$ cat config.mk
export PLATFORM = sky130hd
export DESIGN_NAME = instrClassifier
export DESIGN_NICKNAME = d
export VERILOG_FILES = /design/src/predecodePkg.sv /design/src/instrClassifier.sv
export SDC_FILE = /design/constraint.sdc
export NUM_CORES = 1
export LEC_CHECK = 0
export BUFFER_PORTS_ARGS = -buffer_cell sky130_fd_sc_hd__buf_4
export CORE_AREA = 4 4 41 43
export DETAILED_ROUTE_END_ITERATION = 8
export DIE_AREA = 0 0 45 47
export PLACE_DENSITY = 0.7
export RECOVER_POWER = 25
export SYNTH_ARGS = -nofsm -noshare
export SYNTH_HDL_FRONTEND = slang
export SYNTH_SLANG_ARGS = --single-unit
export TNS_END_PERCENT = 50
$ cat constraint.sdc
create_clock -name vclk -period 1.22
set_input_delay 0.244 -clock vclk [all_inputs]
set_output_delay 0.244 -clock vclk [all_outputs]
set_load 0.01 [all_outputs]
$ cat src/predecodePkg.sv
package predecodePkg;

  localparam int ParcelWidth = 16;
  localparam int WindowParcels = 4;   // Longest instruction in parcels
  localparam int OffsetWidth = 4;     // Enough for a 16-parcel bundle

  // Opcode fields, both read from the first parcel
  localparam int MainOpWidth = 8;
  localparam int SubOpWidth = 6;

  typedef logic [ParcelWidth-1:0] parcel_t;

  // Parcel at the start offset sits in the low bits
  typedef logic [WindowParcels*ParcelWidth-1:0] window_t;

  // Bit i set while parcel i of the window is not the last one
  typedef logic [WindowParcels-1:0] magic_t;

  typedef logic [OffsetWidth-1:0] offset_t;

  typedef logic [MainOpWidth-1:0] mainOp_t;
  typedef logic [SubOpWidth-1:0] subOp_t;

  // Execution classes, one-hot or all clear
  typedef struct packed {
    logic alu;
    logic shift;
    logic mul;
    logic load;
    logic store;
    logic jump;
    logic sys;
  } instrClass_t;

  // One output slot
  typedef struct packed {
    instrClass_t cls;
    magic_t      magic;
    window_t     instr;
    offset_t     off;   // Parcel index in the bundle
  } decodedInstr_t;

endpackage

$ cat src/instrClassifier.sv
module instrClassifier (
  input  predecodePkg::window_t     window,
  input  predecodePkg::magic_t      magic,
  output predecodePkg::instrClass_t cls
);
  import predecodePkg::*;

  mainOp_t mainOp;
  subOp_t  subOp;
  logic    longForm;

  // Long form groups
  logic longAluMul;
  logic longShift;
  logic longMem;
  logic longJump;
  logic longSys;

  // Short form groups
  logic shortBasic;
  logic shortJump;

  assign mainOp = window[MainOpWidth-1:0];
  assign subOp = window[SubOpWidth-1:0];
  assign longForm = magic[0];  // First parcel continues into a second

  assign longAluMul = (mainOp[7:5] == 3'b000) || (mainOp[7:3] == 5'b00100);
  assign longShift = (mainOp[7:1] == 7'd20) || (mainOp[7:1] == 7'd21) ||
                     (mainOp[7:1] == 7'd22);
  assign longMem = (mainOp[7:4] == 4'b0110) || (mainOp[7:4] == 4'b0111);
  assign longJump = (mainOp[7:4] == 4'b1010) || (mainOp == 8'd180) ||
                    (mainOp == 8'd181) || (mainOp == 8'd182);
  assign longSys = (mainOp == 8'hff);

  assign shortBasic = (subOp[5:4] == 2'b00);
  assign shortJump = (subOp[5:2] == 4'b1100);

  always_comb begin
    cls = '0;
    if (longForm) begin
      if (longAluMul) begin
        cls.alu = ~mainOp[2];
        cls.mul = mainOp[2];
      end else if (longShift) begin
        cls.shift = 1'b1;
      end else if (longMem) begin
        cls.load = ~mainOp[0];   // Even opcodes load
        cls.store = mainOp[0];
      end else if (longJump) begin
        cls.jump = 1'b1;
      end else if (longSys) begin
        cls.sys = 1'b1;
      end
    end else begin
      if (shortBasic) begin
        cls.alu = ~subOp[0];
        cls.shift = subOp[0];
      end else if (shortJump) begin
        cls.jump = 1'b1;
      end
    end
  end

endmodule

## Word-level counts from Yosys, hierarchy flattened

Cells that the tools add are included.

- Memories: 0
- Logic and storage cells: 41
- Bits in writable memories: 0
- Bits in read-only memories: 0
- Output and inout port bits: 7
- Bits in registers: 0
- Input bits: 68
- Latch bits: 0

- Bitwise operators: 2
- Reductions and logical operators: 9
- $lt $le $gt $ge: 0
- Equality and inequality tests: 12
- Add/subtract/negate cells: 0
- Shift operators: 0
- Multipliers: 0
- Div/mod/pow operators: 0
- Multiplexer cells: 18

Operators with widths:

| cell | number |
|---|---|
| $eq A8 B8 Y1 const B | 4 |
| $eq A7 B5 Y1 const B | 3 |
| $mux W1 | 11 |
| $eq A4 B3 Y1 const B | 2 |
| $eq A4 B4 Y1 const B | 2 |
| $mux W2 | 4 |
| $mux W4 | 2 |
| $logic_or A1 B1 Y1 | 7 |
| $eq A5 B3 Y1 const B | 1 |
| $logic_not A3 Y1 | 1 |
| $mux W3 | 1 |
| $logic_not A2 Y1 | 1 |
| $not A1 Y1 | 2 |

## Depth between registers and ports, before layout

- Depth after elaboration: 9
- Depth in mapped cells: 3
- Gate-level depth less buffers: 3

## Least setup slack after synthesis

OpenSTA, ideal clock, no wires.

- Path kind: input to output
- Start: input window[0]
- End: output cls[1] in the netlist's numbering
- Arrival time: 813 ps
- Required time: 976 ps
- Cell stages on the path: 3
- Path slack: 163 ps
- Buffers on the path: 0
- Path through: and2_1 -> o31a_1 -> o21ai_1

RTL lines:

| element | line | source |
|---|---|---|
| start, declared | instrClassifier.sv:2 | `input predecodePkg::window_t window,` |
| end, declared | instrClassifier.sv:4 | `output predecodePkg::instrClass_t cls` |

==> results.txt <==
type of the most critical hold path: primary input to output pin
post-CTS setup repair buffer count: 0
DRC: 0
total wirelength of the detailed-routed design: 599 µm
core utilization of the finished layout: 0.2481
Routed Antenna Nets: 0
Placeable Area: 1301 µm²
commonest cells in the netlist: 6 x sky130_fd_sc_hd__nor2_1, 4 x sky130_fd_sc_hd__nand2_1, 3 x sky130_fd_sc_hd__nand3_1
area of the die: 2115 µm²
Worst VDD drop: 0.04025 mV
first-pass GRT wire length: 979 µm
length of routed wiring on met1: 250 µm
number of vias in the routed layout: 247
multi-input gate area in the final layout: 138.9 µm²
kind of capture point of the worst setup path: output pin
uppermost layer routed: met3
Final Critical Period: 1.201 ns
Seq cells: 0
final setup TNS: 0 ns
crit path setup slack, layout: 0.01899 ns
reported leakage power: 0.0001505 µW
cell area after synthesis: 133.9 µm²
Detail Placement HPWL: 529.9 µm
Power Dens Cells: 267.2 nW/µm²
final estimated routing congestion in global placement: 0.8212
CP required: 0.98 ns
launch instance of the worst min-delay path: window[2]
fin cells: 62
fraction of layout instances using a drive strength above 1: 0.5532
number of buffer cells added on primary ports: 16
number of top-level pins: 75
fill count: 161
dominant cell by count in the synthesized netlist: sky130_fd_sc_hd__nor2_1
number of detailed-routing iterations run before antenna repair: 2
share of synthesized area occupied by flip-flops and latches: 0
final-report hold violation count: 0
number of instances in the synthesized netlist: 26
status: completed
worst-case setup slack after placement: -0.02529 ns
unrepaired setup endpoints after global routing: true
CP Max Fanout: 2
number of design-rule violations left by the first detailed-router iteration: 2
Std-Cell Rows: 13
leftover overflow at the end of global routing: 0
y dimension of the die: 47 µm
number of max-cap violations: 0
post-route worst hold slack: 0.7753 ns
met2 wire length: 291 µm
Ys Warns: 0
portion of synthesized cell area occupied by the leading cell type: 0.1682
number of pins exceeding their max-slew limit in the final report: 0
overall fraction of global-route tracks in use: 0.05822
Placed Cells incl. Taps: 62
area growth from synthesis to layout: 141.1%
initial core utilization: 0.1029
number of nets produced by synthesis: 94
final setup vio count: 0
transition time of the tightest slew-check pin: 0.1518 ns
via count of the first global-routing pass: 230
routed vias/inst: 3.984
Die Width: 45 µm
routed wire length on met3: 57 µm
number of nets in the layout: 117
clock buffer instance count of the final layout: 0
ANT cells: 0
maximum clock rate: 832.6 MHz
number of distinct library cells after synthesis: 14
arrival time of the worst setup path: 0.96 ns
Mapped Avg Cell Area: 5.149 µm²
average wire length per cell after detail routing: 9.661 µm
final worst-path cycle share: 0.9844
Worst setup startpoint: window[1]
worst slew margin relative to its limit: 0.8980
library cell with the largest summed area after synthesis: sky130_fd_sc_hd__nor2_1
Startpoint Class: primary input
Critical Setup Path Class: primary input to output pin
largest cells by area after synthesis: sky130_fd_sc_hd__nor2_1 17%, sky130_fd_sc_hd__nand3_1 11%, sky130_fd_sc_hd__nand2_1 11%
post-cts hold buffer count: 0
number of antenna violations at the first check in global routing: 0
sequential cell area: 0 µm²
pin count of the biggest net entering global routing: 6
-- cells in the final DEF (no fill, tap or decap) --
| cell | netlist | layout |
|---|---|---|
| sky130_fd_sc_hd__nand3b_1 | 1 | 1 |
| sky130_fd_sc_hd__nand2_1 | 4 | 4 |
| sky130_fd_sc_hd__nor2_1 | 6 | 5 |
| sky130_fd_sc_hd__inv_1 | 1 | 1 |
| sky130_fd_sc_hd__o21ai_1 | 1 | 3 |
| sky130_fd_sc_hd__and2_4 | 0 | 1 |
| sky130_fd_sc_hd__buf_6 | 0 | 1 |
| sky130_fd_sc_hd__nor3_1 | 1 | 1 |
| sky130_fd_sc_hd__nor2_2 | 0 | 1 |
| sky130_fd_sc_hd__nand4_1 | 2 | 2 |
| sky130_fd_sc_hd__a21oi_2 | 0 | 1 |
| sky130_fd_sc_hd__buf_4 | 0 | 20 |
| sky130_fd_sc_hd__nor3_2 | 1 | 1 |
| sky130_fd_sc_hd__and2_2 | 1 | 1 |
| sky130_fd_sc_hd__o31a_1 | 1 | 1 |
| sky130_fd_sc_hd__nand3_1 | 3 | 3 |
-- path summary, 6_finish.rpt --
path,to,slack [ns],depth (start not counted)
max,cls[1],0.02,5
min,cls[6],0.78,3
-- critical path, cell delays in order --
cell	delay, ns
sky130_fd_sc_hd__buf_4	0.11
sky130_fd_sc_hd__and2_4	0.12
sky130_fd_sc_hd__o31a_1	0.23
sky130_fd_sc_hd__o21ai_1	0.12
sky130_fd_sc_hd__buf_4	0.13
-- logic make-up after synthesis --
logic type	Yosys count	synth area share
simple gates	20	0.7570
compound gates	5	0.2149
buf+inv	1	0.02801
-- power breakdown --
group          leakage, µW  total, µW  internal, µW  switching (µW)
registers                0          0             0               0
clock network            0          0             0               0
logic             0.000151       86.3          48.9            37.3
-- timing repair --
item / 4_1_cts / 5_1_grt
setup endpoints to repair: 1 / 4
pin swaps: 1 / 2
resized for setup: 2 / 4
-- area by class of cell --
cell class,count,area share
repair buffers,21,0.5000
multi-input cells,25,0.4302
inverters,1,0.01163
well taps,15,0.05814
-- metal layers --
metal  vias up  track usage
met4         0      0.01170
met3         0     0.003831
met5         -            0
li1        136            -
met1       101      0.07416
met2        10       0.1073
-- metrics by stage --
| step | total power [µW] | instance area [µm²] |
|---|---|---|
| 2_1_floorplan | 23.86 | 133.9 |
| 3_3_place_gp | 80.03 | 310.3 |
| 3_5_place_dp | 81.14 | 310.3 |
| 4_1_cts | 84.22 | 316.6 |
| 5_1_grt | 95.37 | 322.8 |
| 6_report | 86.26 | 322.8 |
Power figures use the tool's default switching activity.
