### config.mk
export PLATFORM = sky130hd
export DESIGN_NAME = parcelWindow
export DESIGN_NICKNAME = d
export VERILOG_FILES = /design/src/predecodePkg.sv /design/src/parcelWindow.sv
export SDC_FILE = /design/constraint.sdc
export NUM_CORES = 1
export LEC_CHECK = 0
export BUFFER_PORTS_ARGS = -buffer_cell sky130_fd_sc_hd__buf_2
export CAP_MARGIN = 25
export CORE_AREA = 2 2 512 514
export DETAILED_ROUTE_END_ITERATION = 6
export DIE_AREA = 0 0 514 516
export SLEW_MARGIN = 20
export SYNTH_ARGS = -nofsm -noshare
export SYNTH_HDL_FRONTEND = slang
export SYNTH_SLANG_ARGS = --single-unit
### constraint.sdc
create_clock -name vclk -period 2.45
set_clock_uncertainty 0.1 [all_clocks]
set_input_delay 0.3675 -clock vclk [all_inputs]
set_output_delay 0.3675 -clock vclk [all_outputs]
set_load 0.01 [all_outputs]
### src/predecodePkg.sv
package predecodePkg;

  localparam int ParcelWidth = 16;
  localparam int WindowParcels = 4;   // Longest instruction in parcels
  localparam int OffsetWidth = 4;     // Enough for a 16-parcel bundle

  // Opcode fields, both read from the first parcel
  localparam int MainOpWidth = 8;
  localparam int SubOpWidth = 6;

  typedef logic [ParcelWidth-1:0] parcel_t;

  // Parcel at the start offset sits in the low bits
  typedef logic [WindowParcels*ParcelWidth-1:0] window_t;

  // Bit i set while parcel i of the window is not the last one
  typedef logic [WindowParcels-1:0] magic_t;

  typedef logic [OffsetWidth-1:0] offset_t;

  typedef logic [MainOpWidth-1:0] mainOp_t;
  typedef logic [SubOpWidth-1:0] subOp_t;

  // Execution classes, one-hot or all clear
  typedef struct packed {
    logic alu;
    logic shift;
    logic mul;
    logic load;
    logic store;
    logic jump;
    logic sys;
  } instrClass_t;

  // One output slot
  typedef struct packed {
    instrClass_t cls;
    magic_t      magic;
    window_t     instr;
    offset_t     off;   // Parcel index in the bundle
  } decodedInstr_t;

endpackage

### src/parcelWindow.sv
module parcelWindow #(
  parameter int NumParcels = 15
) (
  input  predecodePkg::parcel_t [NumParcels-1:0] parcels,
  input  logic [NumParcels-1:0]                  endBits,
  input  predecodePkg::offset_t                  startOff,
  output logic [NumParcels-1:0]                  isStart,
  output predecodePkg::window_t [NumParcels-1:0] windows,
  output predecodePkg::magic_t [NumParcels-1:0]  magics,
  output logic                                   startOffErr
);
  import predecodePkg::*;

  // Bundle extended so every parcel sees a full window
  localparam int PadParcels = NumParcels + WindowParcels - 1;

  parcel_t [PadParcels-1:0] padParcels;
  logic [PadParcels-1:0]    padEnds;

  always_comb begin
    padParcels = '0;
    padEnds = '0;
    padParcels[NumParcels-1:0] = parcels;
    padEnds[NumParcels-1:0] = endBits;  // Missing end bits read as zero
  end

  for (genvar k = 0; k < NumParcels; k++) begin : genParcel
    logic afterEnd;

    // Parcel 0 always begins an instruction
    if (k == 0) begin : genFirst
      assign afterEnd = 1'b1;
    end else begin : genRest
      assign afterEnd = endBits[k-1];
    end

    assign isStart[k] = afterEnd && (k >= int'(startOff));
    assign windows[k] = padParcels[k +: WindowParcels];
    assign magics[k] = ~padEnds[k +: WindowParcels];  // Padding reads as "continues"
  end

  // Offset one past the last parcel leaves nothing to decode
  assign startOffErr = (int'(startOff) == NumParcels);

endmodule

### Yosys cells after proc, flatten, opt, wreduce, memory -nomap -nowiden

Cells that the tools add are included.

* order comparisons: 15
* eq/ne operators: 1
* bitwise operators: 15
* reduce and logical (&&, ||, !) cells: 14

Operators with widths (number)
* 4-bit NOT: 12
* 4-bit greater-or-equal comparator (first input constant): 7
* 3-bit by 4-bit greater-or-equal comparator with 1-bit output (first input constant): 4
* 1-bit logical AND: 14
* 1-bit by 4-bit greater-or-equal comparator with 1-bit output (first input constant): 2
* 2-bit by 4-bit greater-or-equal comparator with 1-bit output (first input constant): 2
* 4-bit by 1-bit equality test with 1-bit output (second input constant): 1
* 1-bit NOT with 4-bit output: 1
* 2-bit NOT with 4-bit output: 1
* 3-bit NOT with 4-bit output: 1

* bits in registers: 0
* input bits: 259
* output and inout bits: 1036
* logic and storage cells: 45

### Logic depth before layout (Yosys ltp)

Gate-level depths: netlist of run 1.

* depth after elaboration: 2
* mapped depth: 3
* depth with buffers taken out: 2

### Worst setup path before layout of run 1

No wires, ideal clock.

* path kind: input to output
* start point: input port startOff[1]
* end point: output port isStart[2]
* arrival: 1.041 ns
* data required time: 1.982 ns
* path slack: 0.942 ns
* cell stages on the path: 3
* buffers on the path: 1
* cells stage by stage: buf_2 -> nand2_1 -> nor4b_1

* word-level cells in the longest chain between the ends: 2

RTL lines
* start: declaration: RTL line parcelWindow.sv:6 `input predecodePkg::offset_t startOff,`
* 2-bit by 4-bit greater-or-equal comparator with 1-bit output: RTL line parcelWindow.sv:37 `assign isStart[k] = afterEnd && (k >= int'(startOff));`
* 1-bit logical AND: RTL line parcelWindow.sv:37
* end: declaration: RTL line parcelWindow.sv:7 `output logic [NumParcels-1:0] isStart,`

No other way between the ends.

### Final worst setup path of run 1

Same ends and word-level chain as after synthesis.

==> results of run 1 <==
[worst max-delay path: stages]
cell and delay (ns):
sky130_fd_sc_hd__buf_2 0.17, sky130_fd_sc_hd__nand2_1 0.12, sky130_fd_sc_hd__nor4b_1 0.40, sky130_fd_sc_hd__buf_2 0.22
[synthesized netlist by cell type]
library cell / n
sky130_fd_sc_hd__a211oi_1: 1
sky130_fd_sc_hd__a21o_2: 1
sky130_fd_sc_hd__a21oi_1: 2
sky130_fd_sc_hd__a21oi_2: 1
sky130_fd_sc_hd__a311oi_1: 1
sky130_fd_sc_hd__a31oi_1: 1
sky130_fd_sc_hd__buf_2: 2
sky130_fd_sc_hd__buf_4: 1006
sky130_fd_sc_hd__conb_1: 2
sky130_fd_sc_hd__inv_1: 15
sky130_fd_sc_hd__nand2_1: 2
sky130_fd_sc_hd__nor2_1: 4
sky130_fd_sc_hd__nor3_1: 2
sky130_fd_sc_hd__nor4_1: 2
sky130_fd_sc_hd__nor4b_1: 1
sky130_fd_sc_hd__o21a_1: 4
sky130_fd_sc_hd__or3_1: 1
[path summary, 6_finish.rpt]
kind	startpoint	to	cells after the start	slack (ns)
min	parcels[25]	windows[73]	0	0.64
max	startOff[1]	isStart[2]	4	0.70
[layout make-up]
class              instances  area, µm²
inverters                 15       56.3
well taps               3402       4260
multi-input cells        125        523
fillers                31100     254000
repair buffers            89        445
[layer usage]
layer  up-vias  routed length, µm  track usage [%]
met3       229              54300             18.1
met5         -                284            0.793
met1       580               3940            0.800
met4         4               6640             4.07
li1        405                  -                -
met2      1205              45000             11.3
[stage by stage]
stage               hold slack [ns]  instances  instance area [µm²]
global placement              0.635       3631                 5280
global route                  0.635       3631                 5280
detailed placement            0.635       3631                 5280
CTS                           0.635       3631                 5280
floorplan                     0.685       1148                 8140
finish                        0.635       3631                 5280
[logic make-up after synthesis]
group / share of synthesized area [%]
other: 0.0967
AOI/OAI and AO/OA: 1.03
buffers and inverters: 98.1
and+or+nand+nor: 0.773
[report_power, final]
| group | total (µW) | switching, µW | internal, µW |
|---|---|---|---|
| Clock | 0 | 0 | 0 |
| Combinational | 231 | 172 | 59.1 |
| Sequential | 0 | 0 | 0 |
| Total | 231 | 172 | 59.1 |
==> metrics, run 1 <==
status=finished, final reports clean; vias per cell=0.667; initial antenna violation count=0; Unique masters post-synth=17; type of the tightest min-delay check=input port to primary output; wire length of the first global-routing pass=115000 µm; maximum ir drop on the vdd rail=0.0551 mV; leakage power total=0.000813 µW; Overall Global Routing Usage=7.80%; Initial Util=3.00%; diode insertion count for antenna repair=0; storage element area=0 µm²; sum of internal, switching and leakage power=231 µW; total wire length after detailed routing=110000 µm; pin count of the biggest net entering global routing=15; startpoint class of the critical path=input port; post-synthesis cell area=0.00777 mm²; GR Overflow Total=0; Core Box Area=0.259 mm²; share of the clock period used by the worst path after layout=71.4%; required time of the worst setup path=1.98 ns; Mapped Avg Cell Area=7.41 µm²; RSZ-0062 raised after global routing=false; Die Area=0.265 mm²; clock period minus worst slack=1.75 ns; total of hold buffers inserted after clock tree synthesis=0; end-of-flow core utilization=2.04%; number of DRC markers after the initial detailed-route iteration=164; final setup slack of the worst path=0.702 ns; Fin. Hold Viols=0; GPL Wtd Cong=0.663; vias in the first global route=2047; clkbuf count=0; kind of critical path=input port to primary output; Post-route DRC=0; highest clock frequency the design can meet=572 MHz; endpoint class of the critical path=primary output; detailed-router iteration count before antenna repair=4; average routed wire per standard cell=30.3 µm; cell type with the highest aggregate area in the netlist=sky130_fd_sc_hd__buf_4; Warnings, synthesis=0; area delta synth->final=-32.0%; number of nets with antenna violations after detailed routing=0; share of layout cells above drive strength 1=39.7%; max_cap viols=0; Arrival @ worst endpoint=1.28 ns; number of I/O pins=1295; power density normalized to cell area=43.8 mW/mm²; cell types occupying the most area after synthesis=sky130_fd_sc_hd__buf_4 (97%), sky130_fd_sc_hd__inv_1 (0.72%), sky130_fd_sc_hd__o21a_1 (0.39%), sky130_fd_sc_hd__nor2_1 (0.19%), sky130_fd_sc_hd__nor4_1 (0.16%); die span in x=514 µm; post-synthesis cell count=1048; number of setup buffers added after CTS=0; final net count=490; die height=516 µm; via count=2423; count of cells resized by post-cts repair=0; Max Transition Viols Final=0; most common cell after layout, fill and taps aside=sky130_fd_sc_hd__conb_1; number of core rows=187; Post-Place Setup Slack=0.762 ns; total negative slack for setup checks=0 ns; sequential cell area fraction in the yosys report=0%; highest net fanout along the worst path=11; most frequent cells in the layout=sky130_fd_sc_hd__conb_1 (102), sky130_fd_sc_hd__buf_2 (89), sky130_fd_sc_hd__inv_1 (15); count of port buffers added during placement=89; area share of the largest cell type after synthesis=97.2%; half-perimeter wire length after placement=105000 µm; final setup violating endpoints=0; num sequential=0
Power figures use the tool's default switching activity.
==> inputs of run 2 (changes only) <==
ABC_AREA = 1   (was unset)
CORE_AREA = 2 2 505 507   (was 2 2 512 514)
DIE_AREA = 0 0 507 509   (was 0 0 514 516)
clock period = 1.6 ns   (was 2.45 ns; I/O delays follow)
==> run 2 against run 1 <==
Effect of this change:
- critical path depth grew 1
- die area shrank 2.7%
- flip-flop and latch count is the same
- highest routed layer unchanged
- hold slack lost 0.26 ns
- critical endpoint is now isStart[4]
==> metrics, run 2 <==
maximum ir drop on the vdd rail=0.0793 mV (was 0.0551 mV); Initial Util=3.08% (was 3.00%); max_cap viols=0 (unchanged); area delta synth->final=-32.3% (was -32.0%); top cell types by occurrence after synthesis=sky130_fd_sc_hd__buf_4 (1005), sky130_fd_sc_hd__inv_1 (19), sky130_fd_sc_hd__nor2_1 (17) (was sky130_fd_sc_hd__buf_4 (1006), sky130_fd_sc_hd__inv_1 (15), sky130_fd_sc_hd__nor2_1 (4), sky130_fd_sc_hd__o21a_1 (4)); sequential cell area fraction in the yosys report=0% (unchanged); half-perimeter wire length after placement=107000 µm (was 105000 µm); startpoint class of the critical path=input port (unchanged); highest cell delay on the worst timing path=0.26 ns (was 0.40 ns); storage element area=0 µm² (unchanged); final setup violating endpoints=0 (unchanged); count leader, synth=sky130_fd_sc_hd__buf_4 (unchanged); via count=2521 (was 2423); Overall Global Routing Usage=8.31% (was 7.80%); Unique masters post-synth=12 (was 17); total negative slack for setup checks=0 ns (unchanged); category of cells accounting for the largest share of critical-path delay=simple AND/OR/NAND/NOR gates (unchanged); wire length of the first global-routing pass=119000 µm (was 115000 µm); initial antenna violation count=0 (unchanged); RSZ-0062 raised after global routing=false (unchanged); Post-Place Setup Slack=0.199 ns (was 0.762 ns); most common cell after layout, fill and taps aside=sky130_fd_sc_hd__conb_1 (unchanged); multi-input gate area in the final layout=539 µm² (was 523 µm²); diode insertion count for antenna repair=0 (unchanged); number of core rows=185 (was 187); die height=509 µm (was 516 µm); final net count=507 (was 490); number of setup buffers added after CTS=0 (unchanged); share of the clock period used by the worst path after layout=90.4%; Die Area=0.258 mm² (was 0.265 mm²); highest clock frequency the design can meet=691 MHz; critical path's most frequent cell=sky130_fd_sc_hd__nor2_1 (was sky130_fd_sc_hd__buf_2); number of DRC markers after the initial detailed-route iteration=252 (was 164); number of buffer and inverter stages on the critical path=2 (unchanged); Fin. Hold Viols=0 (unchanged); count of port buffers added during placement=89 (unchanged); total of hold buffers inserted after clock tree synthesis=0 (unchanged); number of nets with antenna violations after detailed routing=0 (unchanged); type of the tightest min-delay check=input port to primary output (unchanged); average routed wire per standard cell=31.6 µm (was 30.3 µm); number of I/O pins=1295 (unchanged); clock period minus worst slack=1.45 ns; Max Transition Viols Final=0 (unchanged); sum of internal, switching and leakage power=357 µW (was 231 µW); pin count of the biggest net entering global routing=8 (was 15); kind of critical path=input port to primary output (unchanged); cell types occupying the most area after synthesis=sky130_fd_sc_hd__buf_4 (97%), sky130_fd_sc_hd__inv_1 (0.92%), sky130_fd_sc_hd__nor2_1 (0.82%), sky130_fd_sc_hd__nand2_1 (0.48%), sky130_fd_sc_hd__nand3_1 (0.19%) (was sky130_fd_sc_hd__buf_4 (97%), sky130_fd_sc_hd__inv_1 (0.72%), sky130_fd_sc_hd__o21a_1 (0.39%), sky130_fd_sc_hd__nor2_1 (0.19%), sky130_fd_sc_hd__nor4_1 (0.16%)); highest net fanout along the worst path=7 (was 11); final setup slack of the worst path=0.153 ns (was 0.702 ns); die span in x=507 µm (was 514 µm); detailed-router iteration count before antenna repair=4 (unchanged); cell type with the highest aggregate area in the netlist=sky130_fd_sc_hd__buf_4 (unchanged); Arrival @ worst endpoint=1.11 ns (was 1.28 ns); GR Overflow Total=0 (unchanged); Warnings, synthesis=0 (unchanged); cell with the largest stage delay on the worst path=sky130_fd_sc_hd__nor2_1 (was sky130_fd_sc_hd__nor4b_1); power density normalized to cell area=67.7 mW/mm² (was 43.8 mW/mm²); endpoint class of the critical path=primary output (unchanged); Post-route DRC=0 (unchanged); final worst hold slack=0.380 ns (was 0.635 ns); leakage power total=0.000884 µW (was 0.000813 µW); Mapped Avg Cell Area=7.33 µm² (was 7.41 µm²); vias in the first global route=2075 (was 2047); GPL Wtd Cong=0.667 (was 0.663); count of cells resized by post-cts repair=0 (unchanged); num sequential=0 (unchanged); total wire length after detailed routing=114000 µm (was 110000 µm); clkbuf count=0 (unchanged); area share of the largest cell type after synthesis=96.9% (was 97.2%); share of layout cells above drive strength 1=37.8% (was 39.7%); number of fill cells in the layout=30400 (was 31100); end-of-flow core utilization=2.09% (was 2.04%); status=finished, final reports clean (unchanged); most frequent cells in the layout=sky130_fd_sc_hd__conb_1 (102), sky130_fd_sc_hd__buf_2 (89), sky130_fd_sc_hd__inv_1 (19) (was sky130_fd_sc_hd__conb_1 (102), sky130_fd_sc_hd__buf_2 (89), sky130_fd_sc_hd__inv_1 (15)); post-synthesis cell area=0.00778 mm² (was 0.00777 mm²); Core Box Area=0.253 mm² (was 0.259 mm²); vias per cell=0.698 (was 0.667); post-synthesis cell count=1062 (was 1048); series of cell instances along the critical path=buf_2 > nor2_1 > nor2_1 > nor2_1 > buf_2 (was buf_2 > nand2_1 > nor4b_1 > buf_2); required time of the worst setup path=1.26 ns (was 1.98 ns)
run 2: changes by cell type after synthesis, sizes merged, moves of 3 or more:
cell   delta
buf       -3
nand2    +10
inv       +5
nand3     +3
o21a      -4
nor2     +14
run 2: report_power, final:
group          switching (µW)  internal, µW
clock network               0             0
logic                     265          91.5
registers                   0             0
total                     265          91.5
run 2: final timing paths:
path,endpoint,cells after the start,startpoint
worst max-delay path,isStart[4],5,startOff[1]
worst min-delay path,windows[23],0,parcels[23]
run 2: area by class of cell:
type                            instances  share of cell area [%]
Tap cell                             3366                    79.9
Timing Repair Buffer                   89                    8.45
Inverter                               20                    1.42
Multi-Input combinational cell        137                    10.2
run 2: cell families (layout without fill, tap and decap cells):
| group | Yosys count | after routing | synth area share, % |
|---|---|---|---|
| buffers and inverters | 1025 | 109 | 97.9 |
| other | 2 | 102 | 0.0965 |
| AND/OR/NAND/NOR | 34 | 34 | 1.95 |
| AO/OA/AOI/OAI | 1 | 1 | 0.0642 |
run 2: layer usage:
layer / wire length, µm / global-route usage, % / up-vias / part of all wire [%]
met3: 55300 / 18.9 / 229 / 48
met2: 47800 / 12.4 / 1262 / 42
li1: - / - / 431 / -
met1: 3740 / 0.746 / 597 / 3.3
met5: 285 / 0.926 / - / 0.25
met4: 7130 / 4.25 / 2 / 6.2
run 2: stage by stage:
| step | instance area [µm²] | cells |
|---|---|---|
| after floorplan | 8160 | 1162 |
| after global placement | 5270 | 3612 |
| after detailed placement | 5270 | 3612 |
| after CTS | 5270 | 3612 |
| after global routing | 5270 | 3612 |
| final | 5270 | 3612 |
==> inputs of run 3 (changes only) <==
PLACE_DENSITY_LB_ADDON = 0.1   (was unset)
==> run 3 against run 2 <==
Effect of this change:
- non-clock buffer count grew 4
- sequential share of layout area is the same
- die area is the same
- global-route usage shrank 4.6 points
- flip-flop and latch count is the same
- maximum frequency shrank 1.6%
- first-iteration DRC count shrank 41%
- critical path depth grew 1
- core utilization is essentially flat
- critical path type unchanged
- largest cell class unchanged
==> metrics, run 3 (synthesis results as in run 2) <==
wire length of the first global-routing pass=56700 µm (was 119000 µm); most common cell after layout, fill and taps aside=sky130_fd_sc_hd__conb_1 (unchanged); clock network power share=0% (about the same); total negative slack for setup checks=0 ns (unchanged); max_cap viols=0 (unchanged); RSZ-0062 raised after global routing=false (unchanged); proportion of power drawn by flip-flops and latches=0% (about the same); sum of internal, switching and leakage power=415 µW (was 357 µW); net switching power=314 µW (was 265 µW); highest clock frequency the design can meet=680 MHz (was 691 MHz); diode insertion count for antenna repair=0 (unchanged); storage element area=0 µm² (unchanged); Die Area=0.258 mm² (unchanged); vias in the first global route=2110 (was 2075); source of the worst hold timing path=parcels[10] (was parcels[23]); die height=509 µm (unchanged); Core Box Area=0.253 mm² (unchanged); power density normalized to cell area=78.1 mW/mm² (was 67.7 mW/mm²); GR Overflow Total=0 (unchanged); initial antenna violation count=1 (was 0); final net count=511 (was 507); half-perimeter wire length after placement=50000 µm (was 107000 µm); status=finished, final reports clean (unchanged); maximum ir drop on the vdd rail=0.0286 mV (was 0.0793 mV); terminating pin of the worst hold path=windows[10] (was windows[23]); cell with the largest stage delay on the worst path=sky130_fd_sc_hd__nor2_1 (unchanged); count of port buffers added during placement=89 (unchanged); die span in x=507 µm (unchanged); final worst hold slack=0.380 ns (about the same); average routed wire per standard cell=14.8 µm (was 31.6 µm); Arrival @ worst endpoint=1.13 ns (was 1.11 ns); series of cell instances along the critical path=buf_2 > inv_2 > buf_12 > nor2_1 > nor2_1 > buf_2 (was buf_2 > nor2_1 > nor2_1 > nor2_1 > buf_2); pin count of the biggest net entering global routing=8 (unchanged); Initial Util=3.08% (unchanged); number of I/O pins=1295 (unchanged); share of layout cells above drive strength 1=39.6% (was 37.8%); Internal Power=101 µW (was 91.5 µW); endpoint class of the critical path=primary output (unchanged); area delta synth->final=-31.7% (was -32.3%); detailed-router iteration count before antenna repair=4 (unchanged); required time of the worst setup path=1.26 ns (about the same); vias per cell=0.609 (was 0.698); highest net fanout along the worst path=6 (was 7); Fin. Hold Viols=0 (unchanged); Overall Global Routing Usage=3.76% (was 8.31%); most frequent cells in the layout=sky130_fd_sc_hd__conb_1 (102), sky130_fd_sc_hd__buf_2 (89), sky130_fd_sc_hd__inv_1 (19) (unchanged); leakage power total=0.000908 µW (was 0.000884 µW); net switching share of the total power=75.7% (was 74.4%); via count=2201 (was 2521); Max Transition Viols Final=0 (unchanged); share of the clock period used by the worst path after layout=91.9% (was 90.4%); number of DRC markers after the initial detailed-route iteration=148 (was 252); type of the tightest min-delay check=input port to primary output (unchanged); highest cell delay on the worst timing path=0.22 ns (was 0.26 ns); Post-route DRC=0 (unchanged); GPL Wtd Cong=0.556 (was 0.667); total of hold buffers inserted after clock tree synthesis=0 (unchanged); startpoint class of the critical path=input port (unchanged); clock period minus worst slack=1.47 ns (was 1.45 ns); end-of-flow core utilization=2.10% (was 2.09%); number of core rows=185 (unchanged); share of power burned in combinational logic=100.0% (about the same); number of nets with antenna violations after detailed routing=0 (unchanged); Worst Hold Depth=0 (unchanged); clkbuf count=0 (unchanged); kind of critical path=input port to primary output (unchanged); num sequential=0 (unchanged); total wire length after detailed routing=53400 µm (was 114000 µm); final setup violating endpoints=0 (unchanged)
## run 3: how the worst max path moves through the flow
stage	startpoint	to	slack, ns	cells past startpoint
global placement	startOff[1]	isStart[4]	-0.10	6
global route	startOff[1]	isStart[4]	0.01	6
CTS	startOff[1]	isStart[4]	0.008	6
detailed placement	startOff[1]	isStart[4]	-0.11	6
floorplan	startOff[0]	isStart[0]	0.62	2
finish	startOff[3]	isStart[10]	0.13	6
## run 3: cell type report
class | instances | area (µm²)
well taps | 3366 | 4210
inverters | 20 | 75.1
multi-input cells | 137 | 546
repair buffers | 93 | 488
fillers | 30400 | 247000
## run 3: worst max-delay path, delay by kind of cell
family,cells,cell delay [ns]
AND/OR/NAND/NOR,2,0.29
buffers and inverters,4,0.59
## run 3: repair_timing
action / 4_1_cts / 5_1_grt
gates resized for setup: 2 / 0
setup endpoints to repair: 2 / 0
buffers inserted: 0 / 0
## run 3: per-stage QoR
stage          cell area [µm²]  worst slack, ns  std cells
6_report                  5320            0.129       3616
5_1_grt                   5320           0.0118       3616
4_1_cts                   5320          0.00795       3616
3_5_place_dp              5310           -0.106       3616
3_3_place_gp              5310           -0.105       3616
2_1_floorplan             8160            0.615       1162
## run 3: layer usage
layer  share of wire [%]  track usage, %  up-vias
met4                  11            3.64        4
met3                  38            6.62      291
met2                  42            5.78      919
met5                0.18           0.333        -
met1                 7.9           0.750      549
li1                    -               -      438
## run 3: power groups by stage
stage	registers [µW]	logic [µW]	clock network, µW
finish	0	415	0
global route	0	454	0
CTS	0	422	0
detailed placement	0	419	0
global placement	0	424	0
floorplan	0	2680	0
